[config.mk]
export PLATFORM = sky130hd
export DESIGN_NAME = immGen
export DESIGN_NICKNAME = d
export VERILOG_FILES = /design/src/hw/rvCorePkg.sv /design/src/hw/immGen.sv
export VERILOG_INCLUDE_DIRS = /design/src /design/src/hw
export SDC_FILE = /design/constraint.sdc
export NUM_CORES = 1
export LEC_CHECK = 0
export ABC_AREA = 1
export BUFFER_PORTS_ARGS = -buffer_cell sky130_fd_sc_hd__buf_2
export CAP_MARGIN = 30
export CORE_MARGIN = 3
export CORE_UTILIZATION = 38
export DETAILED_ROUTE_END_ITERATION = 6
export GPL_TIMING_DRIVEN = 0
export PLACE_DENSITY = 0.91
export SYNTH_ARGS = -nofsm -noshare
export SYNTH_HDL_FRONTEND = slang
export SYNTH_SLANG_ARGS = --single-unit
[constraint.sdc]
create_clock -name vclk -period 3
set_input_delay 0.9 -clock vclk [all_inputs]
set_output_delay 0.9 -clock vclk [all_outputs]
set_load 0.01 [all_outputs]
[src/hw/rvCore_macros.svh]
`ifndef RVCORE_MACROS_SVH
`define RVCORE_MACROS_SVH

// data and address width
`define XLEN 32

// first fetch address, also the base of the data memory
`define RESET_PC 32'h80000000

// data memory depth in 32-bit words
`define DMEM_WORDS 256

`endif

[src/hw/rvCorePkg.sv]
`include "rvCore_macros.svh"

package rvCorePkg;

	typedef logic [`XLEN-1:0] word_t;
	typedef logic [4:0] regIdx_t;

	// major opcodes of the supported subset
	localparam logic [6:0] opLui    = 7'b0110111;
	localparam logic [6:0] opAuipc  = 7'b0010111;
	localparam logic [6:0] opJal    = 7'b1101111;
	localparam logic [6:0] opJalr   = 7'b1100111;
	localparam logic [6:0] opBranch = 7'b1100011;
	localparam logic [6:0] opLoad   = 7'b0000011;
	localparam logic [6:0] opStore  = 7'b0100011;
	localparam logic [6:0] opImm    = 7'b0010011;
	localparam logic [6:0] opReg    = 7'b0110011;
	localparam logic [6:0] opSystem = 7'b1110011;

	typedef struct packed {
		logic [6:0] funct7;
		regIdx_t    rs2;
		regIdx_t    rs1;
		logic [2:0] funct3;
		regIdx_t    rd;
		logic [6:0] opcode;
	} rFmt_t;

	typedef struct packed {
		logic [11:0] imm;
		regIdx_t     rs1;
		logic [2:0]  funct3;
		regIdx_t     rd;
		logic [6:0]  opcode;
	} iFmt_t;

	typedef struct packed {
		logic [6:0] immHi;   // imm[11:5]
		regIdx_t    rs2;
		regIdx_t    rs1;
		logic [2:0] funct3;
		logic [4:0] immLo;   // imm[4:0]
		logic [6:0] opcode;
	} sFmt_t;

	typedef struct packed {
		logic       imm12;
		logic [5:0] immHi;   // imm[10:5]
		regIdx_t    rs2;
		regIdx_t    rs1;
		logic [2:0] funct3;
		logic [3:0] immLo;   // imm[4:1]
		logic       imm11;
		logic [6:0] opcode;
	} bFmt_t;

	typedef struct packed {
		logic [19:0] imm;    // imm[31:12]
		regIdx_t     rd;
		logic [6:0]  opcode;
	} uFmt_t;

	typedef struct packed {
		logic       imm20;
		logic [9:0] immLo;   // imm[10:1]
		logic       imm11;
		logic [7:0] immHi;   // imm[19:12]
		regIdx_t    rd;
		logic [6:0] opcode;
	} jFmt_t;

	// one fetched word, seen through every format
	typedef union packed {
		rFmt_t r;
		iFmt_t i;
		sFmt_t s;
		bFmt_t b;
		uFmt_t u;
		jFmt_t j;
	} instr_t;

	typedef enum logic [3:0] {
		aluAdd, aluSub, aluSll, aluSlt, aluSltu, aluXor,
		aluSrl, aluSra, aluOr, aluAnd, aluPassB
	} aluOp_t;

	typedef enum logic [1:0] {wbAlu, wbMem, wbPcPlus4, wbPcPlusImm} wbSrc_t;

	typedef enum logic [1:0] {sizeByte, sizeHalf, sizeWord} memSize_t;

	// nine kinds, so four bits
	typedef enum logic [3:0] {
		brNone, brEq, brNe, brLt, brGe, brLtu, brGeu, brJal, brJalr
	} brKind_t;

endpackage

[src/hw/immGen.sv]
`timescale 1ns/1ps

module immGen (
	input  rvCorePkg::instr_t inst,
	output rvCorePkg::word_t  imm
);

	always_comb begin
		case (inst.r.opcode)
			rvCorePkg::opImm, rvCorePkg::opLoad, rvCorePkg::opJalr:
				imm = {{20{inst.i.imm[11]}}, inst.i.imm};
			rvCorePkg::opStore:
				imm = {{20{inst.s.immHi[6]}}, inst.s.immHi, inst.s.immLo};
			rvCorePkg::opBranch:   // bit 0 always zero
				imm = {{19{inst.b.imm12}}, inst.b.imm12, inst.b.imm11,
					inst.b.immHi, inst.b.immLo, 1'b0};
			rvCorePkg::opLui, rvCorePkg::opAuipc:
				imm = {inst.u.imm, 12'b0};
			rvCorePkg::opJal:
				imm = {{11{inst.j.imm20}}, inst.j.imm20, inst.j.immHi,
					inst.j.imm11, inst.j.immLo, 1'b0};
			default:
				imm = '0;   // R-type and system carry none
		endcase
	end

endmodule

==> impl_metrics.tcl <==
set metrics [dict create \
    port_buffers 64 \
    clkbuf_count 0 \
    wirelength_um 2230 \
    slew_violations 0 \
    syn_inst 163 \
    ys_seq_area_frac 0 \
    timing.slew.headroom 0.668 \
    die_w_um 50.7 \
    drive_gt1_frac 0.376 \
    cp-end-kind "output port" \
    place_congestion 0.775 \
    dr.pass1.iters 4 \
    vias 1109 \
    seqCellArea_um2 0 \
    track_usage 0.164 \
    tightest_slew_ns 0.497 \
    antenna_found_initial 0 \
    min_path_cells 4 \
    postSynthAreaPerCell_um2 4.66 \
    die_area_mm2 0.00257 \
    final_nets 263 \
    p_leak_uw 0.000898 \
    max_cap_violations 0 \
    status "completed" \
    hold_slack_ns 2.08 \
    grt_pass1_vias 858 \
    viasPerCell 4.37 \
    finalSetupViolCount 0 \
    synth_top_area_cell "nand2_1" \
    synth_cell_types 13 \
    io_pins 64 \
    ir_worst_vdd_v 0.0000555 \
    cp.required_ns 2.10 \
    synthesis.area_um2 759 \
    synth_top_cell_area_share 0.341 \
    routedWlPerCell_um 8.76 \
    grt-ovfl-total 0 \
    final_core_util 0.626 \
    path_max_fanout 8 \
    fin_crit_ns 2.89 \
    start_util 0.422 \
    power.total_uw 76.9 \
    place_hpwl_um 1880 \
    grt_pass1_wl_um 3590 \
    clock.fmax_mhz 346 \
    die_h_um 50.7 \
    rsz0062_at_grt "true" \
    worst-setup-path-type "in2out" \
    antenna_cells 0 \
    hold_viol_final 0 \
    power_density_mw_per_mm2 68.2 \
    seq_cells 0 \
    remaining_drc_errors 0 \
    drtAntennaViolNets 0 \
    grt_max_degree 11 \
    syn_nets 195 \
    synthToLayoutAreaGrowth_pct 48.6 \
    yosysMostFrequentCell "nand2_1" \
    worstHoldPathType "in2out" \
    drt-initial-drc-count 15 \
    worstSetupStartpointType "input pin" \
    core_mm2 0.00180 \
    synth_common_cells "69 x nand2_1, 25 x nand3_1, 22 x nor2_1, 20 x inv_1" \
    finalCritPeriodShare 0.965 \
    num_rows 15 \
    yosysWarnings 0 \
    yosys-top-cells-area "nand2_1 34%, nand3_1 16%, nor2_1 11%, inv_1 9.9%, buf_6 5.9%" \
    arrival_ns 1.99 \
]
-- kinds of logic (layout without fill, tap and decap cells) --
kind of cell	Yosys count	after routing	synth area share
AOI/OAI and AO/OA	8	8	0.0527
and+or+nand+nor	130	130	0.784
buffers and inverters	25	91	0.163
-- metrics by stage --
step,setup TNS (ns),std cells,instance area [um^2],worst slack (ns)
floorplan,0,163,759,0.430
global placement,0,252,1110,0.114
detailed placement,0,252,1110,0.0979
CTS,0,252,1110,0.107
global route,-0.363,254,1130,-0.0584
finish,0,254,1130,0.106
-- layout make-up --
class	count	area, um^2
fill	200	673
multi-input combinational	138	638
tap	25	31.3
timing repair buffer	66	335
inverter	21	78.8
buffer	4	45.0
-- cell usage in the layout, fill, tap and decap left out --
cell,n
o21ai_0,7
nand3_1,25
nand3_2,2
nand2_1,68
nand2_2,8
o21ai_1,1
inv_2,1
buf_6,4
nor2_8,1
buf_4,2
nor2_4,2
nand2_4,2
inv_1,20
buf_2,64
nor2_1,22
-- worst paths after layout --
| check | endpoint | from |
|---|---|---|
| max | imm[11] | inst[4] |
| min | imm[15] | inst[15] |
-- critical path, stage by stage --
cell,delay (ns)
buf_2,0.09
inv_1,0.07
nand2_2,0.10
nor2_1,0.41
nand2_1,0.10
nand3_1,0.09
nand2_1,0.05
nand2_1,0.06
buf_2,0.13
-- metal layers --
metal,share of wire,GRT usage
met2,0.50,0.283
met4,0,0
met3,0.049,0.00890
met1,0.45,0.237
met5,0,0
-- power breakdown --
group / switching, uW / internal [uW]
Sequential: 0 / 0
Clock: 0 / 0
Combinational: 45.0 / 31.9
-- timing repair --
| action | in CTS | in global routing |
|---|---|---|
| gates resized for setup | 0 | 1 |
| setup endpoints to repair | 0 | 12 |
| setup buffers | 0 | 2 |
| hold buffers | 0 | 0 |
Note: power is estimated with default switching activity, not from simulation.
