File: config.mk
export PLATFORM = sky130hd
export DESIGN_NAME = regFile
export DESIGN_NICKNAME = d
export VERILOG_FILES = /design/src/hw/rvCorePkg.sv /design/src/hw/regFile.sv
export VERILOG_INCLUDE_DIRS = /design/src /design/src/hw
export SDC_FILE = /design/constraint.sdc
export NUM_CORES = 2
export LEC_CHECK = 0
export ABC_CLOCK_PERIOD_IN_PS = 3800
export BUFFER_PORTS_ARGS = -buffer_cell sky130_fd_sc_hd__buf_2
export CAP_MARGIN = 30
export CORE_ASPECT_RATIO = 0.9
export CORE_MARGIN = 2
export CORE_UTILIZATION = 60
export CTS_CLUSTER_DIAMETER = 40
export CTS_CLUSTER_SIZE = 28
export DETAILED_ROUTE_END_ITERATION = 6
export GPL_TIMING_DRIVEN = 0
export MAX_ROUTING_LAYER = met4
export PLACE_DENSITY = 0.77
export SYNTH_ARGS = -nofsm -noshare
export SYNTH_HDL_FRONTEND = slang
export SYNTH_SLANG_ARGS = --single-unit
File: constraint.sdc
create_clock -name clk -period 3.8 [get_ports clk]
set_clock_uncertainty 0.15 [all_clocks]
set_input_delay 0.38 -clock clk [delete_from_list [all_inputs] [get_ports clk]]
set_output_delay 0.38 -clock clk [all_outputs]
set_load 0.1 [all_outputs]
File: src/hw/rvCore_macros.svh
`ifndef RVCORE_MACROS_SVH
`define RVCORE_MACROS_SVH

// data and address width
`define XLEN 32

// first fetch address, also the base of the data memory
`define RESET_PC 32'h80000000

// data memory depth in 32-bit words
`define DMEM_WORDS 256

`endif

File: src/hw/rvCorePkg.sv
`include "rvCore_macros.svh"

package rvCorePkg;

	typedef logic [`XLEN-1:0] word_t;
	typedef logic [4:0] regIdx_t;

	// major opcodes of the supported subset
	localparam logic [6:0] opLui    = 7'b0110111;
	localparam logic [6:0] opAuipc  = 7'b0010111;
	localparam logic [6:0] opJal    = 7'b1101111;
	localparam logic [6:0] opJalr   = 7'b1100111;
	localparam logic [6:0] opBranch = 7'b1100011;
	localparam logic [6:0] opLoad   = 7'b0000011;
	localparam logic [6:0] opStore  = 7'b0100011;
	localparam logic [6:0] opImm    = 7'b0010011;
	localparam logic [6:0] opReg    = 7'b0110011;
	localparam logic [6:0] opSystem = 7'b1110011;

	typedef struct packed {
		logic [6:0] funct7;
		regIdx_t    rs2;
		regIdx_t    rs1;
		logic [2:0] funct3;
		regIdx_t    rd;
		logic [6:0] opcode;
	} rFmt_t;

	typedef struct packed {
		logic [11:0] imm;
		regIdx_t     rs1;
		logic [2:0]  funct3;
		regIdx_t     rd;
		logic [6:0]  opcode;
	} iFmt_t;

	typedef struct packed {
		logic [6:0] immHi;   // imm[11:5]
		regIdx_t    rs2;
		regIdx_t    rs1;
		logic [2:0] funct3;
		logic [4:0] immLo;   // imm[4:0]
		logic [6:0] opcode;
	} sFmt_t;

	typedef struct packed {
		logic       imm12;
		logic [5:0] immHi;   // imm[10:5]
		regIdx_t    rs2;
		regIdx_t    rs1;
		logic [2:0] funct3;
		logic [3:0] immLo;   // imm[4:1]
		logic       imm11;
		logic [6:0] opcode;
	} bFmt_t;

	typedef struct packed {
		logic [19:0] imm;    // imm[31:12]
		regIdx_t     rd;
		logic [6:0]  opcode;
	} uFmt_t;

	typedef struct packed {
		logic       imm20;
		logic [9:0] immLo;   // imm[10:1]
		logic       imm11;
		logic [7:0] immHi;   // imm[19:12]
		regIdx_t    rd;
		logic [6:0] opcode;
	} jFmt_t;

	// one fetched word, seen through every format
	typedef union packed {
		rFmt_t r;
		iFmt_t i;
		sFmt_t s;
		bFmt_t b;
		uFmt_t u;
		jFmt_t j;
	} instr_t;

	typedef enum logic [3:0] {
		aluAdd, aluSub, aluSll, aluSlt, aluSltu, aluXor,
		aluSrl, aluSra, aluOr, aluAnd, aluPassB
	} aluOp_t;

	typedef enum logic [1:0] {wbAlu, wbMem, wbPcPlus4, wbPcPlusImm} wbSrc_t;

	typedef enum logic [1:0] {sizeByte, sizeHalf, sizeWord} memSize_t;

	// nine kinds, so four bits
	typedef enum logic [3:0] {
		brNone, brEq, brNe, brLt, brGe, brLtu, brGeu, brJal, brJalr
	} brKind_t;

endpackage

File: src/hw/regFile.sv
`timescale 1ns/1ps

module regFile (
	input  logic                clk,
	input  logic                rst,
	input  rvCorePkg::regIdx_t  rs1,
	input  rvCorePkg::regIdx_t  rs2,
	input  rvCorePkg::regIdx_t  rd,
	input  logic                we,
	input  rvCorePkg::word_t    wdata,
	output rvCorePkg::word_t    rs1Data,
	output rvCorePkg::word_t    rs2Data
);
	rvCorePkg::word_t regs [32];

	always_ff @(posedge clk) begin
		if (rst) begin
			for (int i = 0; i < 32; i++)
				regs[i] <= '0;
		end else if (we && rd != 5'd0) begin
			regs[rd] <= wdata;
		end
	end

	// x0 reads as zero whatever the array holds
	assign rs1Data = (rs1 == 5'd0) ? '0 : regs[rs1];
	assign rs2Data = (rs2 == 5'd0) ? '0 : regs[rs2];

endmodule

==> metrics.cfg <==
[logic_synthesis]
synth.cell_area_sq_mm = 0.0543
syn-mean-instance-area_sq_um = 15.5
ys_types = 42
postSynthCellCount = 3502
ys_seq_elements = 1024
ys_warn_count = 0
seq_area_frac_synth_pct = 56.7

[setup_path]
worstSetupStartpointType = primary input
worstPathArrival_ps = 3390
max_stage_delay_ps = 530
slowest_stage = nor3_2
worstPathRequired_ps = 3270
path_max_fanout = 12
worstPathCellList = buf_2 > clkbuf_4 > buf_4 > nand3b_1 > buf_4 > o22ai_1 > a2111oi_2 > nor3_2 > buf_4
end_kind = output pin
worstSetupPathType = primary input to output pin
cp_common_cell = buf_4
critical_path_buf_inv_count = 5
path_delay_family = buffers and inverters

[sta]
whs_ps = 217
tightest_slew_ps = 1190
fin_crit_ps = 3920
fmax_ghz = 0.255
rsz0062_at_grt = yes
fin_ws_ps = -117
relSlewSlack_pct = 20.8
hold_violations = 0
final_max_slew_viol_count = 0
setup_viol = 16
period_share_pct = 103

[floorplanning]
dieArea_sq_mm = 0.0928
num_rows = 104
io_pins = 114
die_y_um = 289
die_w_um = 321
start_util_pct = 60.6
core_region_area_sq_mm = 0.0895

[global_routing]
overflow = 0
grt_max_degree = 27
grt_antenna_before_repair = 9
grt_pass1_wl_mm = 276
gr-usage-all-layers_pct = 45.4
grt_pass1_vias = 37062

[place]
gp_congestion = 1.02
place_ws_ps = -704
dp_hpwl_mm = 140
io_buffers = 107

[pwr]
ir_drop_mv = 0.524
powerDensity_mw_per_mm2 = 490
p_seq_share_pct = 43.4
power.total_mw = 30.9
swShare_pct = 28.0
leakage_nw = 22.1
clkPwrFrac_pct = 41.7
p_int_mw = 22.2
p_comb_share_pct = 14.9
netSwitchingPower_mw = 8.64

[clock_tree]
cts_sinks = 1024
htree_levels = 4
clockRootBuffer = clkbuf_16
tritoncts = built
cts-buffers-inserted = 137
cts_buffer_depth = 3
clk_pin_slew_ps = 60

[drt]
routed-via-count = 38235
wl_per_cell_um = 39.5
antenna_left = 0
routed_wl_mm = 204
dr.pass1.iters = 6
avgViaCountPerCell = 7.41
drt_iter0_markers = 7816
drcViolationCount = 0

[finish]
finalCoreUtilization_pct = 70.4
drive_gt1_share_pct = 29.5
num-nets-final = 3921
multi_input_area_sq_mm = 0.0224
mostFrequentLayoutCell = edfxtp_1
syn2layout_area_growth_pct = 16.2
reg_top3 = regs: 1024 flops
largest_reg_flops = 1024
most-common-layout-cells = edfxtp_1, and2_1, mux4_2, clkbuf_1, mux2i_1
top_register = regs
seqCellArea_sq_mm = 0.0307
nFillCells = 5802

[status]
violations = setup timing
status = finished with violations

[job]
cap_violations = 0

[worst_hold_path]
hold_path_class = primary input to register

[routing by layer]
layer | share of wire (%) | routed length [um] | vias up | global-route usage, %
met5 | 0 | 0 | - | -
met3 | 18 | 36400 | 899 | 19.7
li1 | - | - | 14385 | -
met2 | 42 | 85800 | 4095 | 62.3
met1 | 32 | 66200 | 18856 | 56.0
met4 | 7.6 | 15500 | 0 | 27.3
[kinds of logic after synthesis]
group                  Yosys count  synth area share (%)
AND/OR/NAND/NOR               1177                  13.3
AO/OA/AOI/OAI                  259                  3.65
other                            1               0.00691
buffers and inverters          389                  3.35
flip-flops                    1024                  56.7
multiplexers                   652                  23.0
[power groups by stage]
stage / sequential, mW / clock, mW / combinational (mW)
global placement: 13.6 / 0 / 4.13
detailed placement: 13.6 / 0 / 4.28
global route: 13.4 / 13.2 / 4.60
CTS: 13.4 / 12.7 / 4.38
finish: 13.4 / 12.9 / 4.59
floorplan: 13.5 / 0 / 2.84
[cell type report]
| class | count | area share (%) |
|---|---|---|
| Sequential cell | 1024 | 48.8 |
| Multi-Input combinational cell | 2120 | 35.6 |
| Clock buffer | 159 | 5.77 |
| Timing Repair Buffer | 202 | 3.07 |
| Buffer | 384 | 3.01 |
| Tap cell | 1166 | 2.31 |
| Clock inverter | 91 | 1.41 |
| Antenna cell | 11 | 0.0437 |
| Inverter | 2 | 0.0119 |
[synth_stat cells]
cell type / n / share of area (%)
edfxtp_1: 1024 / 57
and2_1: 995 / 11
mux4_2: 472 / 20
clkbuf_1: 271 / 1.9
mux2i_1: 150 / 2.8
o22ai_1: 103 / 1.2
nor3_1: 54 / 0.50
a22o_1: 51 / 0.82
buf_2: 46 / 0.42
a2111oi_1: 41 / 0.76
buf_4: 38 / 0.53
nor2_1: 36 / 0.25
or2_2: 33 / 0.38
mux2_2: 30 / 0.62
buf_6: 21 / 0.44
a22oi_1: 16 / 0.22
a2111oi_0: 14 / 0.23
nor2b_1: 14 / 0.16
a21oi_1: 12 / 0.11
buf_1: 11 / 0.076
a211oi_1: 7 / 0.097
nand2_1: 7 / 0.048
nor4_1: 6 / 0.069
nand2b_1: 5 / 0.058
nand3_1: 5 / 0.046
nand3b_1: 5 / 0.069
a221oi_1: 4 / 0.065
a32o_1: 4 / 0.074
o21ai_0: 4 / 0.037
or3b_2: 4 / 0.065
and3_1: 3 / 0.035
a221o_1: 2 / 0.037
inv_1: 2 / 0.014
nand4bb_1: 2 / 0.042
nor4b_1: 2 / 0.032
or3_1: 2 / 0.023
and4b_1: 1 / 0.018
conb_1: 1 / 0.0069
nand4b_1: 1 / 0.016
nor4b_2: 1 / 0.028
o221ai_1: 1 / 0.016
or4b_2: 1 / 0.018
[per-stage QoR]
stage / instance area [sq um] / setup TNS (ps) / cells
after detailed placement: 57600 / -20480 / 4861
after CTS: 62800 / 0 / 5142
final: 63000 / -646 / 5159
after global routing: 63000 / -41.6 / 5155
after global placement: 56700 / -27180 / 4806
after floorplan: 54700 / 0 / 3533
[worst paths after layout]
path	start	to	slack, ps	cells after the start
setup / recovery	rs2[2]	rs2Data[2]	-120	9
hold / removal	rst	regs[0][24]	220	2
[repair_timing]
| item | 4_1_cts | 5_1_grt |
|---|---|---|
| hold buffers | 32 | 0 |
| gates resized for setup | 86 | 43 |
| pin swaps | 0 | 1 |
| buffers inserted | 2 | 0 |
| endpoints found under the hold margin | 32 | 0 |
| setup endpoints to repair | 58 | 47 |
Note: power is estimated with default switching activity, not from simulation.
