`src/hw/rvCore_macros.svh`:
```
`ifndef RVCORE_MACROS_SVH
`define RVCORE_MACROS_SVH

// data and address width
`define XLEN 32

// first fetch address, also the base of the data memory
`define RESET_PC 32'h80000000

// data memory depth in 32-bit words
`define DMEM_WORDS 256

`endif

```
`src/hw/rvCorePkg.sv`:
```
`include "rvCore_macros.svh"

package rvCorePkg;

	typedef logic [`XLEN-1:0] word_t;
	typedef logic [4:0] regIdx_t;

	// major opcodes of the supported subset
	localparam logic [6:0] opLui    = 7'b0110111;
	localparam logic [6:0] opAuipc  = 7'b0010111;
	localparam logic [6:0] opJal    = 7'b1101111;
	localparam logic [6:0] opJalr   = 7'b1100111;
	localparam logic [6:0] opBranch = 7'b1100011;
	localparam logic [6:0] opLoad   = 7'b0000011;
	localparam logic [6:0] opStore  = 7'b0100011;
	localparam logic [6:0] opImm    = 7'b0010011;
	localparam logic [6:0] opReg    = 7'b0110011;
	localparam logic [6:0] opSystem = 7'b1110011;

	typedef struct packed {
		logic [6:0] funct7;
		regIdx_t    rs2;
		regIdx_t    rs1;
		logic [2:0] funct3;
		regIdx_t    rd;
		logic [6:0] opcode;
	} rFmt_t;

	typedef struct packed {
		logic [11:0] imm;
		regIdx_t     rs1;
		logic [2:0]  funct3;
		regIdx_t     rd;
		logic [6:0]  opcode;
	} iFmt_t;

	typedef struct packed {
		logic [6:0] immHi;   // imm[11:5]
		regIdx_t    rs2;
		regIdx_t    rs1;
		logic [2:0] funct3;
		logic [4:0] immLo;   // imm[4:0]
		logic [6:0] opcode;
	} sFmt_t;

	typedef struct packed {
		logic       imm12;
		logic [5:0] immHi;   // imm[10:5]
		regIdx_t    rs2;
		regIdx_t    rs1;
		logic [2:0] funct3;
		logic [3:0] immLo;   // imm[4:1]
		logic       imm11;
		logic [6:0] opcode;
	} bFmt_t;

	typedef struct packed {
		logic [19:0] imm;    // imm[31:12]
		regIdx_t     rd;
		logic [6:0]  opcode;
	} uFmt_t;

	typedef struct packed {
		logic       imm20;
		logic [9:0] immLo;   // imm[10:1]
		logic       imm11;
		logic [7:0] immHi;   // imm[19:12]
		regIdx_t    rd;
		logic [6:0] opcode;
	} jFmt_t;

	// one fetched word, seen through every format
	typedef union packed {
		rFmt_t r;
		iFmt_t i;
		sFmt_t s;
		bFmt_t b;
		uFmt_t u;
		jFmt_t j;
	} instr_t;

	typedef enum logic [3:0] {
		aluAdd, aluSub, aluSll, aluSlt, aluSltu, aluXor,
		aluSrl, aluSra, aluOr, aluAnd, aluPassB
	} aluOp_t;

	typedef enum logic [1:0] {wbAlu, wbMem, wbPcPlus4, wbPcPlusImm} wbSrc_t;

	typedef enum logic [1:0] {sizeByte, sizeHalf, sizeWord} memSize_t;

	// nine kinds, so four bits
	typedef enum logic [3:0] {
		brNone, brEq, brNe, brLt, brGe, brLtu, brGeu, brJal, brJalr
	} brKind_t;

endpackage

```
`src/hw/decoder.sv`:
```
`timescale 1ns/1ps

module decoder (
	input  rvCorePkg::instr_t   inst,
	output rvCorePkg::aluOp_t   aluOp,
	output logic                aluSrcImm,
	output rvCorePkg::wbSrc_t   wbSrc,
	output logic                regWrite,
	output logic                memRead,
	output logic                memWrite,
	output rvCorePkg::memSize_t memSize,
	output logic                memUnsigned,
	output rvCorePkg::brKind_t  brKind,
	output logic                ebreak,
	output logic                invalid
);
	logic [6:0] opcode;
	logic [2:0] funct3;
	logic [6:0] funct7;
	logic       legal;
	logic       regWriteRaw;
	logic       memReadRaw;
	logic       memWriteRaw;

	// funct3 picks the op; alt selects sub / sra
	function automatic rvCorePkg::aluOp_t aluFromFunct3(input logic [2:0] f3, input logic alt);
		case (f3)
			3'b000:  return alt ? rvCorePkg::aluSub : rvCorePkg::aluAdd;
			3'b001:  return rvCorePkg::aluSll;
			3'b010:  return rvCorePkg::aluSlt;
			3'b011:  return rvCorePkg::aluSltu;
			3'b100:  return rvCorePkg::aluXor;
			3'b101:  return alt ? rvCorePkg::aluSra : rvCorePkg::aluSrl;
			3'b110:  return rvCorePkg::aluOr;
			default: return rvCorePkg::aluAnd;
		endcase
	endfunction

	assign opcode = inst.r.opcode;
	assign funct3 = inst.r.funct3;
	assign funct7 = inst.r.funct7;

	always_comb begin
		legal       = 1'b0;
		aluOp       = rvCorePkg::aluAdd;
		aluSrcImm   = 1'b0;
		wbSrc       = rvCorePkg::wbAlu;
		regWriteRaw = 1'b0;
		memReadRaw  = 1'b0;
		memWriteRaw = 1'b0;
		memSize     = rvCorePkg::sizeWord;
		memUnsigned = funct3[2];
		brKind      = rvCorePkg::brNone;
		ebreak      = 1'b0;
		case (opcode)
			rvCorePkg::opLui: begin
				legal       = 1'b1;
				aluOp       = rvCorePkg::aluPassB;   // imm straight through
				aluSrcImm   = 1'b1;
				regWriteRaw = 1'b1;
			end
			rvCorePkg::opAuipc: begin
				legal       = 1'b1;
				wbSrc       = rvCorePkg::wbPcPlusImm;
				regWriteRaw = 1'b1;
			end
			rvCorePkg::opJal: begin
				legal       = 1'b1;
				wbSrc       = rvCorePkg::wbPcPlus4;
				regWriteRaw = 1'b1;
				brKind      = rvCorePkg::brJal;
			end
			rvCorePkg::opJalr: begin
				legal       = (funct3 == 3'b000);
				aluSrcImm   = 1'b1;   // target = rs1 + imm
				wbSrc       = rvCorePkg::wbPcPlus4;
				regWriteRaw = 1'b1;
				brKind      = rvCorePkg::brJalr;
			end
			rvCorePkg::opBranch: begin
				legal = (funct3 != 3'b010) && (funct3 != 3'b011);
				case (funct3)
					3'b000: begin
						aluOp  = rvCorePkg::aluSub;
						brKind = rvCorePkg::brEq;
					end
					3'b001: begin
						aluOp  = rvCorePkg::aluSub;
						brKind = rvCorePkg::brNe;
					end
					3'b100: begin
						aluOp  = rvCorePkg::aluSlt;
						brKind = rvCorePkg::brLt;
					end
					3'b101: begin
						aluOp  = rvCorePkg::aluSlt;
						brKind = rvCorePkg::brGe;
					end
					3'b110: begin
						aluOp  = rvCorePkg::aluSltu;
						brKind = rvCorePkg::brLtu;
					end
					default: begin
						aluOp  = rvCorePkg::aluSltu;
						brKind = rvCorePkg::brGeu;
					end
				endcase
			end
			rvCorePkg::opLoad: begin
				legal       = (funct3 != 3'b011) && (funct3 != 3'b110) && (funct3 != 3'b111);
				aluSrcImm   = 1'b1;
				wbSrc       = rvCorePkg::wbMem;
				regWriteRaw = 1'b1;
				memReadRaw  = 1'b1;
			end
			rvCorePkg::opStore: begin
				legal       = (funct3 == 3'b000) || (funct3 == 3'b001) || (funct3 == 3'b010);
				aluSrcImm   = 1'b1;
				memWriteRaw = 1'b1;
			end
			rvCorePkg::opImm: begin
				if (funct3 == 3'b001)
					legal = (funct7 == 7'b0000000);
				else if (funct3 == 3'b101)
					legal = (funct7 == 7'b0000000) || (funct7 == 7'b0100000);
				else
					legal = 1'b1;
				// funct7 only matters for srai, addi has no subtract form
				aluOp       = aluFromFunct3(funct3, funct3 == 3'b101 && funct7[5]);
				aluSrcImm   = 1'b1;
				regWriteRaw = 1'b1;
			end
			rvCorePkg::opReg: begin
				legal = (funct7 == 7'b0000000) ||
					(funct7 == 7'b0100000 && (funct3 == 3'b000 || funct3 == 3'b101));
				aluOp       = aluFromFunct3(funct3, funct7[5]);
				regWriteRaw = 1'b1;
			end
			rvCorePkg::opSystem: begin
				legal  = (inst == 32'h00100073);   // ebreak only
				ebreak = legal;
			end
			default: legal = 1'b0;
		endcase
		// size from funct3[1:0], sign from funct3[2]
		case (funct3[1:0])
			2'b00:   memSize = rvCorePkg::sizeByte;
			2'b01:   memSize = rvCorePkg::sizeHalf;
			default: memSize = rvCorePkg::sizeWord;
		endcase
	end

	assign invalid  = !legal;
	assign regWrite = regWriteRaw && legal;
	assign memRead  = memReadRaw && legal;
	assign memWrite = memWriteRaw && legal;

	always_comb begin
		assert (!(memRead && memWrite))
			else $error("decoder: load and store decoded together for %h", inst);
	end

endmodule

```
`config.mk`:
```
export PLATFORM = sky130hd
export DESIGN_NAME = decoder
export DESIGN_NICKNAME = d
export VERILOG_FILES = /design/src/hw/rvCorePkg.sv /design/src/hw/decoder.sv
export VERILOG_INCLUDE_DIRS = /design/src /design/src/hw
export SDC_FILE = /design/constraint.sdc
export NUM_CORES = 1
export LEC_CHECK = 0
export BUFFER_PORTS_ARGS = -buffer_cell sky130_fd_sc_hd__buf_2
export CAP_MARGIN = 20
export CORE_UTILIZATION = 38
export DETAILED_ROUTE_END_ITERATION = 8
export GPL_TIMING_DRIVEN = 0
export MAX_ROUTING_LAYER = met4
export PLACE_DENSITY = 0.93
export SLEW_MARGIN = 10
export SYNTH_ARGS = -nofsm -noshare
export SYNTH_HDL_FRONTEND = slang
export SYNTH_SLANG_ARGS = --single-unit
```
`constraint.sdc`:
```
create_clock -name vclk -period 2.2
set_clock_uncertainty 0.15 [all_clocks]
set_input_delay 0.22 -clock vclk [all_inputs]
set_output_delay 0.22 -clock vclk [all_outputs]
set_load 0.03 [all_outputs]
```
==> impl_metrics.sql <==
INSERT INTO impl_metrics (metric_group, metric, value, unit) VALUES
('run_status', 'outcome', 'finished, final reports clean', ''),
('placement', 'dpl_worst_slack', '67.3', 'ps'),
('setup_path', 'arrival', '1770', 'ps'),
('power_and_ir_drop', 'static_power_due_to_leakage', '0.398', 'nW'),
('synth', 'post_synth_instance_area', '503', 'um^2'),
('synth', 'yosysTopAreaCellShare', '6.22', '%'),
('global_routing', 'antenna_found_initial', '0', ''),
('route', 'route.vias.total', '832', ''),
('route', 'router_iterations_before_antenna_repair', '4', ''),
('sta', 'maximum_operating_frequency', '0.468', 'GHz'),
('die', 'floorplan.io_pins', '51', ''),
('die', 'die_area', '0.00147', 'mm^2'),
('sta', 'period_minus_slack', '2140', 'ps'),
('synth', 'synth_cell_type_count', '40', ''),
('sta', 'timing.final.setup_violations', '0', ''),
('route', 'route.detailed.vias_per_inst', '5.70', ''),
('die', 'fp.coreArea', '0.00117', 'mm^2'),
('route', 'routed_wl', '1730', 'um'),
('setup_path', 'cp-start-kind', 'input pin', ''),
('clock_network', 'cts_hold_buffers', '0', ''),
('setup_path', 'data_required_critical_path', '1830', 'ps'),
('min_path', 'hp-start', 'inst[12]', ''),
('cells_and_area', 'antenna-diode-count', '0', ''),
('sta', 'worst_hold_slack_after_final_layout', '659', 'ps'),
('die', 'chipHeight', '38.4', 'um'),
('placement', 'place.gp.congestion', '0.845', ''),
('route', 'route.detailed.wl_per_inst', '11.9', 'um'),
('die', 'rows', '12', ''),
('synth', 'post_synth_inst_count', '81', ''),
('setup_path', 'worst-path-max-fanout', '6', ''),
('min_path', 'whs_endpoint', 'memWrite', ''),
('sta', 'final_hold_viol_count', '0', ''),
('cells_and_area', 'final.clkbuf_count', '0', ''),
('die', 'effective_utilization_at_floorplan', '42.9', '%'),
('die', 'floorplan.die.width', '38.4', 'um'),
('synth', 'synth_largest_area_cell', 'sky130_fd_sc_hd__nor4_1', ''),
('sta', 'max_slew.worst_pin.slew', '397', 'ps'),
('synth', 'yosysWarningCount', '0', ''),
('cells_and_area', 'numSequentialCells', '0', ''),
('global_routing', 'via_count_of_the_first_global_routing_pass', '661', ''),
('min_path', 'timing.hold.worst_path_depth', '3', ''),
('route', 'number_of_design_rule_violations_left_after_detail_routing', '0', ''),
('power_and_ir_drop', 'maximum_vdd_drop', '0.0662', 'mV'),
('sta', 'setup-tns-final', '0', 'ps'),
('cells_and_area', 'layout.filler_cells', '99', ''),
('global_routing', 'grt_pass1_wl', '2600', 'um'),
('synth', 'postSynthAreaPerCell', '6.21', 'um^2'),
('cells_and_area', 'fin_nets', '166', ''),
('placement', 'place.detailed.instances', '146', ''),
('global_routing', 'global_route.usage.total', '24.0', '%'),
('sta', 'rsz_0062_raised_after_global_routing', 'no', ''),
('setup_path', 'end_kind', 'output pin', ''),
('flow_run', 'drv.max_cap_violation_count', '0', ''),
('route', 'post_route_ant_nets', '0', ''),
('cells_and_area', 'drive_above_1_share', '47.0', '%'),
('cells_and_area', 'layout.cells.non_filler', '146', ''),
('min_path', 'hold_class', 'input pin to output pin', ''),
('cells_and_area', 'flow.area_growth_from_synthesis', '58.7', '%'),
('route', 'dr.first_iter.drc_count', '13', ''),
('sta', 'layout_worst_path_cycle_share', '97.2', '%'),
('synth', 'seq_total_area_yosys', '0', '%'),
('cells_and_area', 'layout.area.seq', '0', 'um^2'),
('synth', 'post_synth_main_area_contributors', 'sky130_fd_sc_hd__nor4_1, sky130_fd_sc_hd__o21ai_1, sky130_fd_sc_hd__nand2_1', ''),
('global_routing', 'largest_net_degree_at_the_start_of_global_routing', '11', ''),
('power_and_ir_drop', 'report.power.total', '111', 'uW'),
('sta', 'slew_violations', '0', ''),
('power_and_ir_drop', 'p_per_area', '139', 'mW/mm^2'),
('placement', 'dp_hpwl', '1420', 'um'),
('placement', 'input_output_buffers', '51', ''),
('setup_path', 'setup.worst_path.class', 'input pin to output pin', ''),
('global_routing', 'globalRouteOverflowTotal', '0', ''),
('sta', 'fin_ws', '62.3', 'ps'),
('synth', 'synth_fp_nets', '113', ''),
('sta', 'slew_headroom', '73.4', '%');
==> placed cells by master, fill, tap and decap left out, types with 2 or more instances in the layout <==
cell and instances:
sky130_fd_sc_hd__nand2_1 8, sky130_fd_sc_hd__nand2b_1 2, sky130_fd_sc_hd__nor3_1 2, sky130_fd_sc_hd__clkbuf_1 3
sky130_fd_sc_hd__nor2b_1 2, sky130_fd_sc_hd__nand4_1 3, sky130_fd_sc_hd__nor4_2 3, sky130_fd_sc_hd__o21ai_0 3
sky130_fd_sc_hd__a21o_1 2, sky130_fd_sc_hd__o21ai_1 6, sky130_fd_sc_hd__a21oi_1 4, sky130_fd_sc_hd__buf_2 53
sky130_fd_sc_hd__nor2_1 8, sky130_fd_sc_hd__nand3_1 2, sky130_fd_sc_hd__nor4_1 3, sky130_fd_sc_hd__or3_1 2
sky130_fd_sc_hd__and2_1 2, sky130_fd_sc_hd__or2_1 2
==> worst max-delay path, cell delays in order <==
cell and delay (ps):
sky130_fd_sc_hd__buf_2 140, sky130_fd_sc_hd__or4b_4 580, sky130_fd_sc_hd__o32ai_1 430, sky130_fd_sc_hd__o41a_1 210, sky130_fd_sc_hd__buf_2 190
==> cells in the mapped netlist, types with 2 or more instances <==
| cell type | number |
|---|---|
| sky130_fd_sc_hd__nand2_1 | 8 |
| sky130_fd_sc_hd__nor2_1 | 8 |
| sky130_fd_sc_hd__o21ai_1 | 6 |
| sky130_fd_sc_hd__nor4_1 | 5 |
| sky130_fd_sc_hd__a21oi_1 | 4 |
| sky130_fd_sc_hd__clkbuf_1 | 3 |
| sky130_fd_sc_hd__nand4_1 | 3 |
| sky130_fd_sc_hd__o21ai_0 | 3 |
| sky130_fd_sc_hd__a21o_1 | 2 |
| sky130_fd_sc_hd__and2_1 | 2 |
| sky130_fd_sc_hd__buf_2 | 2 |
| sky130_fd_sc_hd__nand2b_1 | 2 |
| sky130_fd_sc_hd__nand3_1 | 2 |
| sky130_fd_sc_hd__nor2b_1 | 2 |
| sky130_fd_sc_hd__nor3_1 | 2 |
| sky130_fd_sc_hd__or2_1 | 2 |
| sky130_fd_sc_hd__or3_1 | 2 |
==> where the power goes <==
group	switching, mW	internal [mW]	leakage, nW
Combinational	0.0642	0.0464	0.398
Clock	0	0	0
Sequential	0	0	0
==> stage by stage <==
step	area (um^2)	util, %
floorplan	519	-
global placement	792	67.6
detailed placement	792	67.6
CTS	792	67.6
global route	798	68.2
finish	798	68.2
==> final cells by class <==
cell class	instances	area (um^2)	share of cell area, %
tap	14	17.5	2.19
timing repair buffer	51	255	32.0
buffer	6	28.8	3.61
inverter	1	3.75	0.470
multi-input combinational	74	493	61.8
==> metal layers <==
metal / up-vias / global-route usage (%) / routed length, um
met5: - / - / 0
met4: 0 / 3.45 / 0
met3: 0 / 1.16 / 148
met2: 39 / 46.2 / 868
met1: 372 / 27.7 / 714
li1: 421 / - / -
==> worst max path at each step <==
stage	start	to	slack, ps	cells past startpoint
finish	inst[3]	regWrite	60	5
global route	inst[1]	regWrite	20	7
CTS	inst[3]	regWrite	70	5
detailed placement	inst[3]	regWrite	70	5
global placement	inst[3]	regWrite	90	5
floorplan	inst[1]	regWrite	-160	4
==> timing repair <==
item,CTS,global route
setup endpoints to repair,0,1
resized for setup,0,1
endpoints found under the hold margin,0,0
setup buffers,0,0
==> logic make-up after synthesis <==
group | synth area share [%]
XOR/XNOR | 1.74
buffers and inverters | 6.47
AO/OA/AOI/OAI | 36.3
AND/OR/NAND/NOR | 55.5
Power figures use the tool's default switching activity.
