## config.mk

```make
export PLATFORM = sky130hd
export DESIGN_NAME = nextPc
export DESIGN_NICKNAME = d
export VERILOG_FILES = /design/src/hw/rvCorePkg.sv /design/src/hw/nextPc.sv
export VERILOG_INCLUDE_DIRS = /design/src /design/src/hw
export SDC_FILE = /design/constraint.sdc
export NUM_CORES = 1
export LEC_CHECK = 0
export BUFFER_PORTS_ARGS = -buffer_cell sky130_fd_sc_hd__buf_4
export CORE_MARGIN = 8
export CORE_UTILIZATION = 40
export CTS_CLUSTER_SIZE = 16
export DETAILED_ROUTE_END_ITERATION = 16
export PLACE_DENSITY = 0.68
export SYNTH_ARGS = -nofsm -noshare
export SYNTH_HDL_FRONTEND = slang
export SYNTH_SLANG_ARGS = --single-unit
```

## constraint.sdc

```tcl
create_clock -name clk -period 4.6 [get_ports clk]
set_input_delay 0.92 -clock clk [delete_from_list [all_inputs] [get_ports clk]]
set_output_delay 0.92 -clock clk [all_outputs]
set_load 0.005 [all_outputs]
```

## src/hw/rvCore_macros.svh

```systemverilog
`ifndef RVCORE_MACROS_SVH
`define RVCORE_MACROS_SVH

// data and address width
`define XLEN 32

// first fetch address, also the base of the data memory
`define RESET_PC 32'h80000000

// data memory depth in 32-bit words
`define DMEM_WORDS 256

`endif

```

## src/hw/rvCorePkg.sv

```systemverilog
`include "rvCore_macros.svh"

package rvCorePkg;

	typedef logic [`XLEN-1:0] word_t;
	typedef logic [4:0] regIdx_t;

	// major opcodes of the supported subset
	localparam logic [6:0] opLui    = 7'b0110111;
	localparam logic [6:0] opAuipc  = 7'b0010111;
	localparam logic [6:0] opJal    = 7'b1101111;
	localparam logic [6:0] opJalr   = 7'b1100111;
	localparam logic [6:0] opBranch = 7'b1100011;
	localparam logic [6:0] opLoad   = 7'b0000011;
	localparam logic [6:0] opStore  = 7'b0100011;
	localparam logic [6:0] opImm    = 7'b0010011;
	localparam logic [6:0] opReg    = 7'b0110011;
	localparam logic [6:0] opSystem = 7'b1110011;

	typedef struct packed {
		logic [6:0] funct7;
		regIdx_t    rs2;
		regIdx_t    rs1;
		logic [2:0] funct3;
		regIdx_t    rd;
		logic [6:0] opcode;
	} rFmt_t;

	typedef struct packed {
		logic [11:0] imm;
		regIdx_t     rs1;
		logic [2:0]  funct3;
		regIdx_t     rd;
		logic [6:0]  opcode;
	} iFmt_t;

	typedef struct packed {
		logic [6:0] immHi;   // imm[11:5]
		regIdx_t    rs2;
		regIdx_t    rs1;
		logic [2:0] funct3;
		logic [4:0] immLo;   // imm[4:0]
		logic [6:0] opcode;
	} sFmt_t;

	typedef struct packed {
		logic       imm12;
		logic [5:0] immHi;   // imm[10:5]
		regIdx_t    rs2;
		regIdx_t    rs1;
		logic [2:0] funct3;
		logic [3:0] immLo;   // imm[4:1]
		logic       imm11;
		logic [6:0] opcode;
	} bFmt_t;

	typedef struct packed {
		logic [19:0] imm;    // imm[31:12]
		regIdx_t     rd;
		logic [6:0]  opcode;
	} uFmt_t;

	typedef struct packed {
		logic       imm20;
		logic [9:0] immLo;   // imm[10:1]
		logic       imm11;
		logic [7:0] immHi;   // imm[19:12]
		regIdx_t    rd;
		logic [6:0] opcode;
	} jFmt_t;

	// one fetched word, seen through every format
	typedef union packed {
		rFmt_t r;
		iFmt_t i;
		sFmt_t s;
		bFmt_t b;
		uFmt_t u;
		jFmt_t j;
	} instr_t;

	typedef enum logic [3:0] {
		aluAdd, aluSub, aluSll, aluSlt, aluSltu, aluXor,
		aluSrl, aluSra, aluOr, aluAnd, aluPassB
	} aluOp_t;

	typedef enum logic [1:0] {wbAlu, wbMem, wbPcPlus4, wbPcPlusImm} wbSrc_t;

	typedef enum logic [1:0] {sizeByte, sizeHalf, sizeWord} memSize_t;

	// nine kinds, so four bits
	typedef enum logic [3:0] {
		brNone, brEq, brNe, brLt, brGe, brLtu, brGeu, brJal, brJalr
	} brKind_t;

endpackage

```

## src/hw/nextPc.sv

```systemverilog
`timescale 1ns/1ps
`include "rvCore_macros.svh"

module nextPc (
	input  logic               clk,
	input  logic               rst,
	input  rvCorePkg::brKind_t brKind,
	input  rvCorePkg::word_t   imm,
	input  rvCorePkg::word_t   aluResult,
	input  logic               zero,
	input  logic               hold,
	input  logic               ebreak,
	output rvCorePkg::word_t   pc,
	output rvCorePkg::word_t   pcPlus4,
	output rvCorePkg::word_t   pcPlusImm,
	output logic               halted
);
	logic             taken;
	rvCorePkg::word_t pcNext;

	assign pcPlus4   = pc + `XLEN'd4;
	assign pcPlusImm = pc + imm;

	// bit 0 of aluResult is the slt / sltu answer
	always_comb begin
		case (brKind)
			rvCorePkg::brEq:  taken = zero;
			rvCorePkg::brNe:  taken = !zero;
			rvCorePkg::brLt:  taken = aluResult[0];
			rvCorePkg::brGe:  taken = !aluResult[0];
			rvCorePkg::brLtu: taken = aluResult[0];
			rvCorePkg::brGeu: taken = !aluResult[0];
			rvCorePkg::brJal: taken = 1'b1;
			default:          taken = 1'b0;
		endcase
	end

	always_comb begin
		if (brKind == rvCorePkg::brJalr)
			pcNext = {aluResult[`XLEN-1:1], 1'b0};
		else if (taken)
			pcNext = pcPlusImm;
		else
			pcNext = pcPlus4;
	end

	always_ff @(posedge clk) begin
		if (rst) begin
			pc     <= `RESET_PC;
			halted <= 1'b0;
		end else if (!hold) begin
			if (ebreak)
				halted <= 1'b1;   // pc parks on the ebreak
			else
				pc <= pcNext;
		end
	end

	assert property (@(posedge clk) disable iff (rst) pc[1:0] == 2'b00)
		else $error("nextPc: pc %h not word aligned", pc);

endmodule

```

==> metrics.yaml, run 1 <==
pwr:
  clock_power_share_pct: 19.2
  power_frac_seq_pct: 29.1
  p_sw_uw: 465
  p_comb_share_pct: 51.6
  swShare_pct: 39.9
  intPower_uw: 700
  vdd_drop_max_mv: 0.114
  power_leakage_nw: 2.63
  p_per_area_mw_per_mm2: 208
  p_total_mw: 1.17
clock_tree:
  clk_pin_slew_ns: 0.07
  cts_sinks: 33
  cts_resized: 0
  root_buffer: "clkbuf_8"
  cts_tree: "done"
  post_cts_buffers: 0
  cts_max_level: 2
  worstSkewPairLatency_ns: 0.29
  clk_path_buf_depth: 2
  holdBufCountCts: 0
  cts_made_buffers: 5
critical_path:
  crit_type: "primary input to output port"
  path_cells: "buf_4, ha_1, fa_1, a21o_1, a221oi_4, a21o_4, a311oi_4, buf_4, nor2_4, o31ai_4, a21boi_0, xnor2_1, buf_4"
  cpLargestDelayFamily: "compound AO/OA/AOI/OAI gates"
  required_ns: 3.68
  crit_path_frequent_cell: "buf_4"
  r2r_slack_ns: 1.70
  crit_path_max_fanout: 4
  crit_arrival_ns: 3.47
  end_kind: "output port"
  r2r_cells: 11
  path_buf_inv: 3
  slowest_delay_ns: 0.41
  critPathLaunchType: "primary input"
  r2r-start: "pc[0]"
  slowest_stage: "fa_1"
  rr_endpoint: "pc[24]"
yosys:
  syn_nets: 647
  synth_warnings: 0
  synth_cell_type_count: 78
  syn_inst: 541
  synth_seq_area_share_pct: 15.9
  yosysTopAreaCellShare_pct: 15.9
  synth_edf_count: 0
  async_reset_ff_share_pct: 0
  synth_seq_cells: 33
  synthTopCellsByArea: "dfxtp_1 (16%), ha_1 (9.7%), xnor2_1 (8.0%)"
  syn-mean-instance-area_um2: 7.66
  netlist_area_mm2: 0.00415
  ys.flop_type: "dfxtp_1"
  yosys.area.top_type: "dfxtp_1"
cells_and_area:
  fillers: 1026
  drive_gt1_share_pct: 31.2
  synthToLayoutAreaGrowth_pct: 35.3
  diodes: 0
  nNetsFinal: 804
drt:
  ant_nets: 0
  firstDrtPassIters: 5
  drt_iter0_markers: 310
  finalWirelength_um: 16700
  drc_errors: 0
  avgViaCountPerCell: 5.81
  vias: 4850
  wire_per_inst_um: 20.0
global_routing:
  grt_pass1_wl_um: 26600
  antenna_found_initial: 0
  grt_max_degree: 39
  gr-total-overflow: 0
  grt_usage_pct: 23.1
  grt_pass1_vias: 4985
placement:
  place.port_buffers: 169
  dp_hpwl_um: 13000
  routabilityCongestion: 0.939
floorplan:
  io-pin-count: 170
  initial_utilization_pct: 40.7
  fp.dieW_um: 118
  core_area_mm2: 0.0102
  die-area_mm2: 0.0139
  rows: 37
  die_y_um: 118
run:
  drv_cap: 0
worst_hold_path:
  min_from: "halted"
  whs_path_depth: 2
  hold_class: "flip-flop to flip-flop"
  whs_endpoint: "halted"
sta:
  max_freq_mhz: 228
  skew_ns: 0.0149
  finalHoldViolations: 0
  final.setup.tns_ns: 0
  period_share_pct: 95.4
  rsz0062_at_grt: "false"
  period_needed_ns: 4.39
  hold_slack_ns: 0.487
  setup_viol: 0
  maxSlewHeadroom_pct: 43.5
  drv_slew: 0
  tightestPinTransition_ns: 0.846
status:
  outcome: "finished clean"
==> worst min-delay path: cells and delay by family, from the launching register on <==
kind             cells  cell delay (ns)
flip-flops           1             0.34
AO/OA/AOI/OAI        1             0.04
AND/OR/NAND/NOR      1             0.07
==> how the worst max path moves through the flow <==
stage            from             to  slack [ns]  depth (start not counted)
4_1_cts        imm[0]  pcPlusImm[28]        0.21                         11
3_3_place_gp   imm[0]  pcPlusImm[28]        0.23                         11
5_1_grt        imm[0]  pcPlusImm[24]        0.04                         12
6_report       imm[0]  pcPlusImm[30]        0.21                         13
2_1_floorplan  imm[0]  pcPlusImm[28]        0.50                          9
3_5_place_dp   imm[0]  pcPlusImm[28]        0.22                         11
==> area by class of cell <==
class | count | area (um^2) | area share, %
Clock buffer | 6 | 72.6 | 1.29
Clock inverter | 2 | 10.0 | 0.178
Inverter | 15 | 56.3 | 1.00
Multi-Input combinational cell | 466 | 3310 | 59.0
Sequential cell | 33 | 661 | 11.8
Tap cell | 136 | 170 | 3.03
Timing Repair Buffer | 177 | 1330 | 23.7
==> power by group through the flow <==
stage	Sequential (mW)	Clock, mW	Combinational, mW
final	0.339	0.224	0.602
after global routing	0.343	0.243	0.654
after CTS	0.339	0.233	0.601
after detailed placement	0.345	0	0.598
after global placement	0.345	0	0.593
after floorplan	0.338	0	0.326
==> cells in the mapped netlist (3+ instances only) <==
library cell / count
a211oi_1: 16
a21o_1: 12
a21oi_1: 49
a221o_1: 6
a221oi_1: 16
a31oi_1: 5
and2_1: 7
and3_1: 7
buf_4: 3
buf_6: 3
clkbuf_1: 18
dfxtp_1: 33
ha_1: 32
inv_1: 15
nand2_1: 44
nand3_1: 19
nand4_1: 5
nor2_1: 61
nor3_1: 16
o21a_1: 5
o21ai_0: 20
o21bai_1: 7
o22ai_1: 6
o31ai_1: 5
xnor2_1: 38
xor2_1: 20
==> kinds of logic after synthesis <==
family	Yosys count	share of synthesized area, %
AND/OR/NAND/NOR	190	24.0
AO/OA/AOI/OAI	182	32.2
XOR/XNOR	58	12.3
buffers and inverters	42	4.71
adder cells (fa/ha/maj)	33	10.1
flip-flops	33	15.9
multiplexers	3	0.755
==> metal layers <==
metal  vias to the layer above  track usage [%]  part of all wire (%)
met5                         -                0                     0
met1                      2282             28.5                    44
met2                       188             39.0                    48
met3                        28             4.75                   6.1
li1                       2352                -                     -
met4                         0             7.77                   2.5
==> stage by stage <==
step                      cells  worst slack [ns]  area (um^2)  util (%)
after global placement      827             0.231         5530      54.3
after floorplan             541             0.496         4150         -
final                       835             0.210         5610      55.1
after global routing        835            0.0420         5610      55.1
after CTS                   835             0.211         5610      55.1
after detailed placement    827             0.215         5530      54.3
==> state kept, by name, indices dropped and copies added (netlist names) <==
name and count:
pc 32, halted 1
==> cell usage in the layout, fill, tap and decap left out, drive strengths merged, types with 10 or more instances in the layout <==
cell      n
nand2    44
a21oi    50
a21o     15
and3     10
ha       32
nand3    20
nor3     17
nor2     62
a211oi   17
buf     177
xor2     20
inv      15
xnor2    38
a221oi   17
dfxtp    33
o21ai    22
Note: power is estimated with default switching activity, not from simulation.
==> run 2, diff against run 1 <==
- CORE_UTILIZATION: 40 -> 50
- PLACE_DENSITY: 0.68 -> 0.89
==> run 2 against run 1 <==
Effect of this change:
- worst setup slack got worse by 0.12 ns
- global-route usage increased by 4.1 points
- power increased by 6.1%
- cell count decreased by 3.6%
- sequential share of layout area unchanged
- largest cell class unchanged
- utilization increased by 14 points
- first-iteration DRC count increased by 14%
- final area unchanged
==> metrics.yaml, run 2 (same netlist as run 1, synthesis figures left out) <==
status:
  outcome: "finished clean"  # unchanged
cells_and_area:
  mostFrequentLayoutCell: "buf_4"  # unchanged
  regMostFlops: "pc"  # unchanged
  final_cell_mix: "buf_4 (178), nor2_1 (60), a21oi_1 (49)"  # was buf_4 (177), nor2_1 (59), a21oi_1 (49)
  largest_reg_flops: 32  # unchanged
  diodes: 0  # unchanged
  synthToLayoutAreaGrowth_pct: 35.3  # unchanged
  drive_gt1_share_pct: 31.1  # was 31.2%
  seqCellArea_um2: 661  # unchanged
  reg_top3: "pc x32, halted x1"  # unchanged
  nNetsFinal: 805  # was 804
  fillers: 679  # was 1026
  multi_input_area_mm2: 0.00331  # about the same
  stdcell_area_mm2: 0.00561  # unchanged
pwr:
  power_frac_seq_pct: 27.3  # was 29.1%
  intPower_uw: 773  # was 700 uW
  power_leakage_nw: 2.64  # was 2.63 nW
  p_comb_share_pct: 48.8  # was 51.6%
  vdd_drop_max_mv: 0.127  # was 0.114 mV
  clock_power_share_pct: 23.8  # was 19.2%
  swShare_pct: 37.4  # was 39.9%
  p_sw_uw: 463  # was 465 uW
  p_per_area_mw_per_mm2: 220  # was 208 mW/mm^2
clock_tree:
  cts_sinks: 33  # unchanged
  cts_max_level: 2  # unchanged
  clk_pin_slew_ns: 0.07  # about the same
  root_buffer: "clkbuf_8"  # unchanged
  cts_made_buffers: 5  # unchanged
  worstSkewPairLatency_ns: 0.28  # was 0.29 ns
  cts_tree: "done"  # unchanged
  clk_path_buf_depth: 2  # unchanged
critical_path:
  crit_type: "primary input to output port"  # unchanged
  cpLargestDelayFamily: "compound AO/OA/AOI/OAI gates"  # unchanged
  slowest_stage: "or4_4"  # was fa_1
  slowest_delay_ns: 0.48  # was 0.41 ns
  end_kind: "output port"  # unchanged
  path_cells: "buf_4, ha_1, fa_1, a21o_1, a221oi_4, a21o_4, a311oi_4, and4_4, or4_4, and2_1, buf_4"  # was buf_4, ha_1, fa_1, a21o_1, a221oi_4, a21o_4, a311oi_4, buf_4, nor2_4, o31ai_4, a21boi_0, xnor2_1, buf_4
  crit_arrival_ns: 3.59  # was 3.47 ns
  required_ns: 3.68  # about the same
  critPathLaunchType: "primary input"  # unchanged
  path_buf_inv: 2  # was 3
  crit_path_frequent_cell: "buf_4"  # unchanged
  crit_path_max_fanout: 4  # unchanged
drt:
  vias: 4995  # was 4850
  drc_errors: 0  # unchanged
  ant_nets: 0  # unchanged
  firstDrtPassIters: 5  # unchanged
  finalWirelength_um: 16300  # was 16700 um
  drt_iter0_markers: 352  # was 310
  avgViaCountPerCell: 6.20  # was 5.81
  wire_per_inst_um: 20.3  # was 20.0 um
global_routing:
  gr-total-overflow: 0  # unchanged
  grt_usage_pct: 27.2  # was 23.1%
  antenna_found_initial: 0  # unchanged
  grt_pass1_vias: 5026  # was 4985
  grt_max_degree: 39  # unchanged
  grt_pass1_wl_um: 25800  # was 26600 um
placement:
  dp_hpwl_um: 12600  # was 13000 um
  routabilityCongestion: 0.907  # was 0.939
  dpl_cell_area_mm2: 0.00548  # was 0.00553 mm^2
  place.port_buffers: 169  # unchanged
worst_hold_path:
  hold_class: "flip-flop to flip-flop"  # unchanged
floorplan:
  core_area_mm2: 0.00813  # was 0.0102 mm^2
  initial_utilization_pct: 51.0  # was 40.7%
  die_y_um: 107  # was 118 um
  rows: 33  # was 37
  fp.dieW_um: 107  # was 118 um
  die-area_mm2: 0.0115  # was 0.0139 mm^2
  io-pin-count: 170  # unchanged
sta:
  setup_viol: 0  # unchanged
  final.setup.tns_ns: 0  # unchanged
  finalHoldViolations: 0  # unchanged
  skew_ns: 0.00741  # was 0.0149 ns
  period_share_pct: 98.1  # was 95.4%
  period_needed_ns: 4.51  # was 4.39 ns
  maxSlewHeadroom_pct: 45.0  # was 43.5%
  max_freq_mhz: 222  # was 228 MHz
  tightestPinTransition_ns: 0.825  # was 0.846 ns
  drv_slew: 0  # unchanged
  rsz0062_at_grt: "false"  # unchanged
run:
  drv_cap: 0  # unchanged
## run 2: cell types whose count changed in the layout (fill, tap and decap cells not counted)
cell / previous run / this run
nor2_1: 59 / 60
nor2_2: 2 / 1
clkinv_2: 2 / 0
buf_4: 177 / 178
bufinv_16: 0 / 1
clkbuf_8: 5 / 6
## run 2: layout make-up
type,count,share of cell area (%)
Clock buffer,7,1.54
Tap cell,105,2.34
Sequential cell,33,11.8
Clock inverter,1,0.535
Multi-Input combinational cell,466,59.0
Inverter,15,1.00
Timing Repair Buffer,178,23.8
## run 2: timing repair
item                                    4_1_cts  5_1_grt
buffers inserted                              0        2
resized for setup                             0        0
endpoints found under the setup margin        0        1
hold buffers                                  0        0
## run 2: metrics by stage
step / std cells / power (mW) / worst slack (ns) / util [%] / hold WS (ns)
detailed placement: 795 / 0.936 / 0.0819 / 67.3 / 0.491
finish: 805 / 1.24 / 0.0877 / 68.9 / 0.515
CTS: 803 / 1.23 / 0.0763 / 68.8 / 0.510
global route: 805 / 1.30 / 0.0199 / 68.9 / 0.549
global placement: 795 / 0.923 / 0.135 / 67.3 / 0.457
floorplan: 541 / 0.665 / 0.496 / - / 0.460
## run 2: worst paths after layout
check | startpoint | endpoint | slack (ns) | depth (start not counted)
max reg2reg | pc[0] | pc[28] | 1.69 | 10
min | halted | halted | 0.51 | 2
min reg2reg | halted | halted | 0.51 | 2
max | imm[0] | pcPlusImm[28] | 0.09 | 11
## run 2: worst min-delay path: cells and delay by family, from the launching register on
kind            cells  cell delay, ns
simple gates        1            0.08
compound gates      1            0.05
flops               1            0.35
## run 2: layer usage
| metal | vias up | part of all wire (%) | wire length, um | global-route usage, % |
|---|---|---|---|---|
| met2 | 254 | 49 | 7990 | 47.0 |
| met3 | 36 | 8.4 | 1370 | 5.34 |
| met1 | 2355 | 40 | 6560 | 32.4 |
| met5 | - | 0 | 0 | 0 |
| li1 | 2350 | - | - | - |
| met4 | 0 | 2.3 | 376 | 10.2 |
## run 2: power groups by stage
stage | Combinational (mW) | Sequential [mW] | Clock (mW)
3_5_place_dp | 0.592 | 0.344 | 0
2_1_floorplan | 0.326 | 0.338 | 0
6_report | 0.603 | 0.338 | 0.295
5_1_grt | 0.651 | 0.341 | 0.311
3_3_place_gp | 0.581 | 0.342 | 0
4_1_cts | 0.596 | 0.337 | 0.298
==> run 3, diff against run 2 <==
- RECOVER_POWER: not set -> 25
==> run 3 against run 2 <==
Effect of this change:
- the flow now finishes with violations (capacitance limit, slew limit)
- die area is the same
- cell count is the same
- fmax is essentially flat
- clock power is essentially flat
- register-to-register slack lost 0.11 ns
- combinational power is essentially flat
- worst hold slack gained 0.0017 ns
- critical path type unchanged
- largest power group unchanged
==> metrics.yaml, run 3 (same netlist as run 1, synthesis figures left out) <==
drt:
  firstDrtPassIters: 5  # unchanged
  vias: 4989  # was 4995
  drc_errors: 0  # unchanged
  drt_iter0_markers: 331  # was 352
  avgViaCountPerCell: 6.20  # about the same
  wire_per_inst_um: 20.2  # was 20.3 um
  finalWirelength_um: 16200  # was 16300 um
  ant_nets: 0  # unchanged
worst_hold_path:
  hold_class: "flip-flop to flip-flop"  # unchanged
  whs_path_depth: 2  # unchanged
  min_from: "halted"  # unchanged
  whs_endpoint: "halted"  # unchanged
clock_tree:
  clk_pin_slew_ns: 0.07  # about the same
  cts_made_buffers: 5  # unchanged
  clk_path_buf_depth: 2  # unchanged
  root_buffer: "clkbuf_8"  # unchanged
  cts_sinks: 33  # unchanged
  cts_tree: "done"  # unchanged
  worstSkewPairLatency_ns: 0.28  # about the same
  cts_max_level: 2  # unchanged
critical_path:
  crit_arrival_ns: 3.59  # about the same
  cpLargestDelayFamily: "compound AO/OA/AOI/OAI gates"  # unchanged
  r2r_slack_ns: 1.58  # was 1.69 ns
  cp_num_cells: 11  # unchanged
  crit_path_max_fanout: 4  # unchanged
  critPathLaunchType: "primary input"  # unchanged
  crit_type: "primary input to output port"  # unchanged
  slowest_delay_ns: 0.48  # about the same
  path_buf_inv: 2  # unchanged
  r2r_cells: 10  # unchanged
  r2r-start: "pc[4]"  # was pc[0]
  crit_path_frequent_cell: "buf_4"  # unchanged
  rr_endpoint: "pc[28]"  # unchanged
  required_ns: 3.68  # about the same
  end_kind: "output port"  # unchanged
  path_cells: "buf_4, ha_1, fa_1, a21o_1, a221oi_4, a21o_4, a311oi_4, and4_4, or4_4, and2_1, buf_4"  # unchanged
  slowest_stage: "or4_4"  # unchanged
sta:
  max_freq_mhz: 222  # about the same
  final.setup.tns_ns: 0  # unchanged
  period_needed_ns: 4.51  # about the same
  finalHoldViolations: 0  # unchanged
  maxSlewHeadroom_pct: -15.1  # was 45.0%
  rsz0062_at_grt: "false"  # unchanged
  setup_viol: 0  # unchanged
  drv_slew: 33  # was 0
  tightestPinTransition_ns: 1.73  # was 0.825 ns
  skew_ns: 0.00576  # was 0.00741 ns
  period_share_pct: 98.1  # about the same
cells_and_area:
  drive_gt1_share_pct: 30.9  # was 31.1%
  seqCellArea_um2: 661  # unchanged
  stdcell_area_mm2: 0.00560  # was 0.00561 mm^2
  fillers: 681  # was 679
  regMostFlops: "pc"  # unchanged
  largest_reg_flops: 32  # unchanged
  final_cell_mix: "buf_4 (146), nor2_1 (60), a21oi_1 (49)"  # was buf_4 (178), nor2_1 (60), a21oi_1 (49)
  multi_input_area_mm2: 0.00331  # unchanged
  reg_top3: "pc x32, halted x1"  # unchanged
  synthToLayoutAreaGrowth_pct: 35.1  # was 35.3%
  mostFrequentLayoutCell: "buf_4"  # unchanged
  nNetsFinal: 805  # unchanged
  diodes: 0  # unchanged
global_routing:
  grt_usage_pct: 27.2  # unchanged
  antenna_found_initial: 0  # unchanged
  gr-total-overflow: 0  # unchanged
  grt_max_degree: 39  # unchanged
  grt_pass1_vias: 5026  # unchanged
  grt_pass1_wl_um: 25800  # unchanged
floorplan:
  fp.dieW_um: 107  # unchanged
  core_area_mm2: 0.00813  # unchanged
  die_y_um: 107  # unchanged
  initial_utilization_pct: 51.0  # unchanged
  die-area_mm2: 0.0115  # unchanged
  rows: 33  # unchanged
  io-pin-count: 170  # unchanged
placement:
  dp_hpwl_um: 12600  # unchanged
  place.port_buffers: 169  # unchanged
  routabilityCongestion: 0.907  # unchanged
  dpl_cell_area_mm2: 0.00548  # unchanged
run:
  drv_cap: 1  # was 0
status:
  violations: "capacitance limit, slew limit"
  outcome: "complete, but fails checks"  # was finished clean
pwr:
  power_leakage_nw: 2.62  # was 2.64 nW
  p_per_area_mw_per_mm2: 220  # about the same
  vdd_drop_max_mv: 0.126  # was 0.127 mV
==> run 3: changes by cell type in the layout (fill, tap and decap cells not counted), sizes merged <==
cell,delta
buf,-32
clkbuf,+32
==> run 3: final cells by class <==
cell class / instances / area share [%]
sequential: 33 / 11.8
timing repair buffer: 178 / 23.7
inverter: 15 / 1.01
multi-input combinational: 466 / 59.0
clock buffer: 7 / 1.54
clock inverter: 1 / 0.536
tap: 105 / 2.35
==> run 3: how the worst max path moves through the flow <==
stage	startpoint	endpoint	slack, ns
4_1_cts	imm[0]	pcPlusImm[28]	0.08
3_3_place_gp	imm[0]	pcPlusImm[28]	0.13
6_report	imm[0]	pcPlusImm[28]	0.09
3_5_place_dp	imm[0]	pcPlusImm[28]	0.08
2_1_floorplan	imm[0]	pcPlusImm[28]	0.50
5_1_grt	imm[0]	pcPlusImm[28]	0.02
==> run 3: metrics by stage <==
| step | worst slack [ns] | hold slack [ns] | utilization, % | instances | total power, mW |
|---|---|---|---|---|---|
| global route | 0.0199 | 0.546 | 68.9 | 805 | 1.30 |
| CTS | 0.0763 | 0.510 | 68.8 | 803 | 1.23 |
| finish | 0.0867 | 0.516 | 68.9 | 805 | 1.23 |
| global placement | 0.135 | 0.457 | 67.3 | 795 | 0.923 |
| detailed placement | 0.0819 | 0.491 | 67.3 | 795 | 0.936 |
| floorplan | 0.496 | 0.460 | - | 541 | 0.665 |
==> run 3: timing repair <==
item,4_1_cts,5_1_grt
gates resized for setup,0,0
hold buffers,0,0
setup endpoints to repair,0,1
setup buffers,0,2
==> run 3: tightest hold or removal path, stage by stage (launching register included) <==
cell and delay, ns:
dfxtp_1 0.35, a21oi_1 0.05, nor2_1 0.08
==> run 3: routing by layer <==
metal	global-route usage (%)	routed length (um)	up-vias
met3	5.34	1440	36
li1	-	-	2348
met4	10.2	372	0
met5	0	0	-
met1	32.4	6500	2336
met2	47.0	7920	269
==> run 3: where the power goes <==
part	total [mW]	internal, mW	switching (mW)
Clock	0.293	0.177	0.116
Combinational	0.601	0.290	0.311
Sequential	0.338	0.304	0.0333
Total	1.23	0.771	0.461
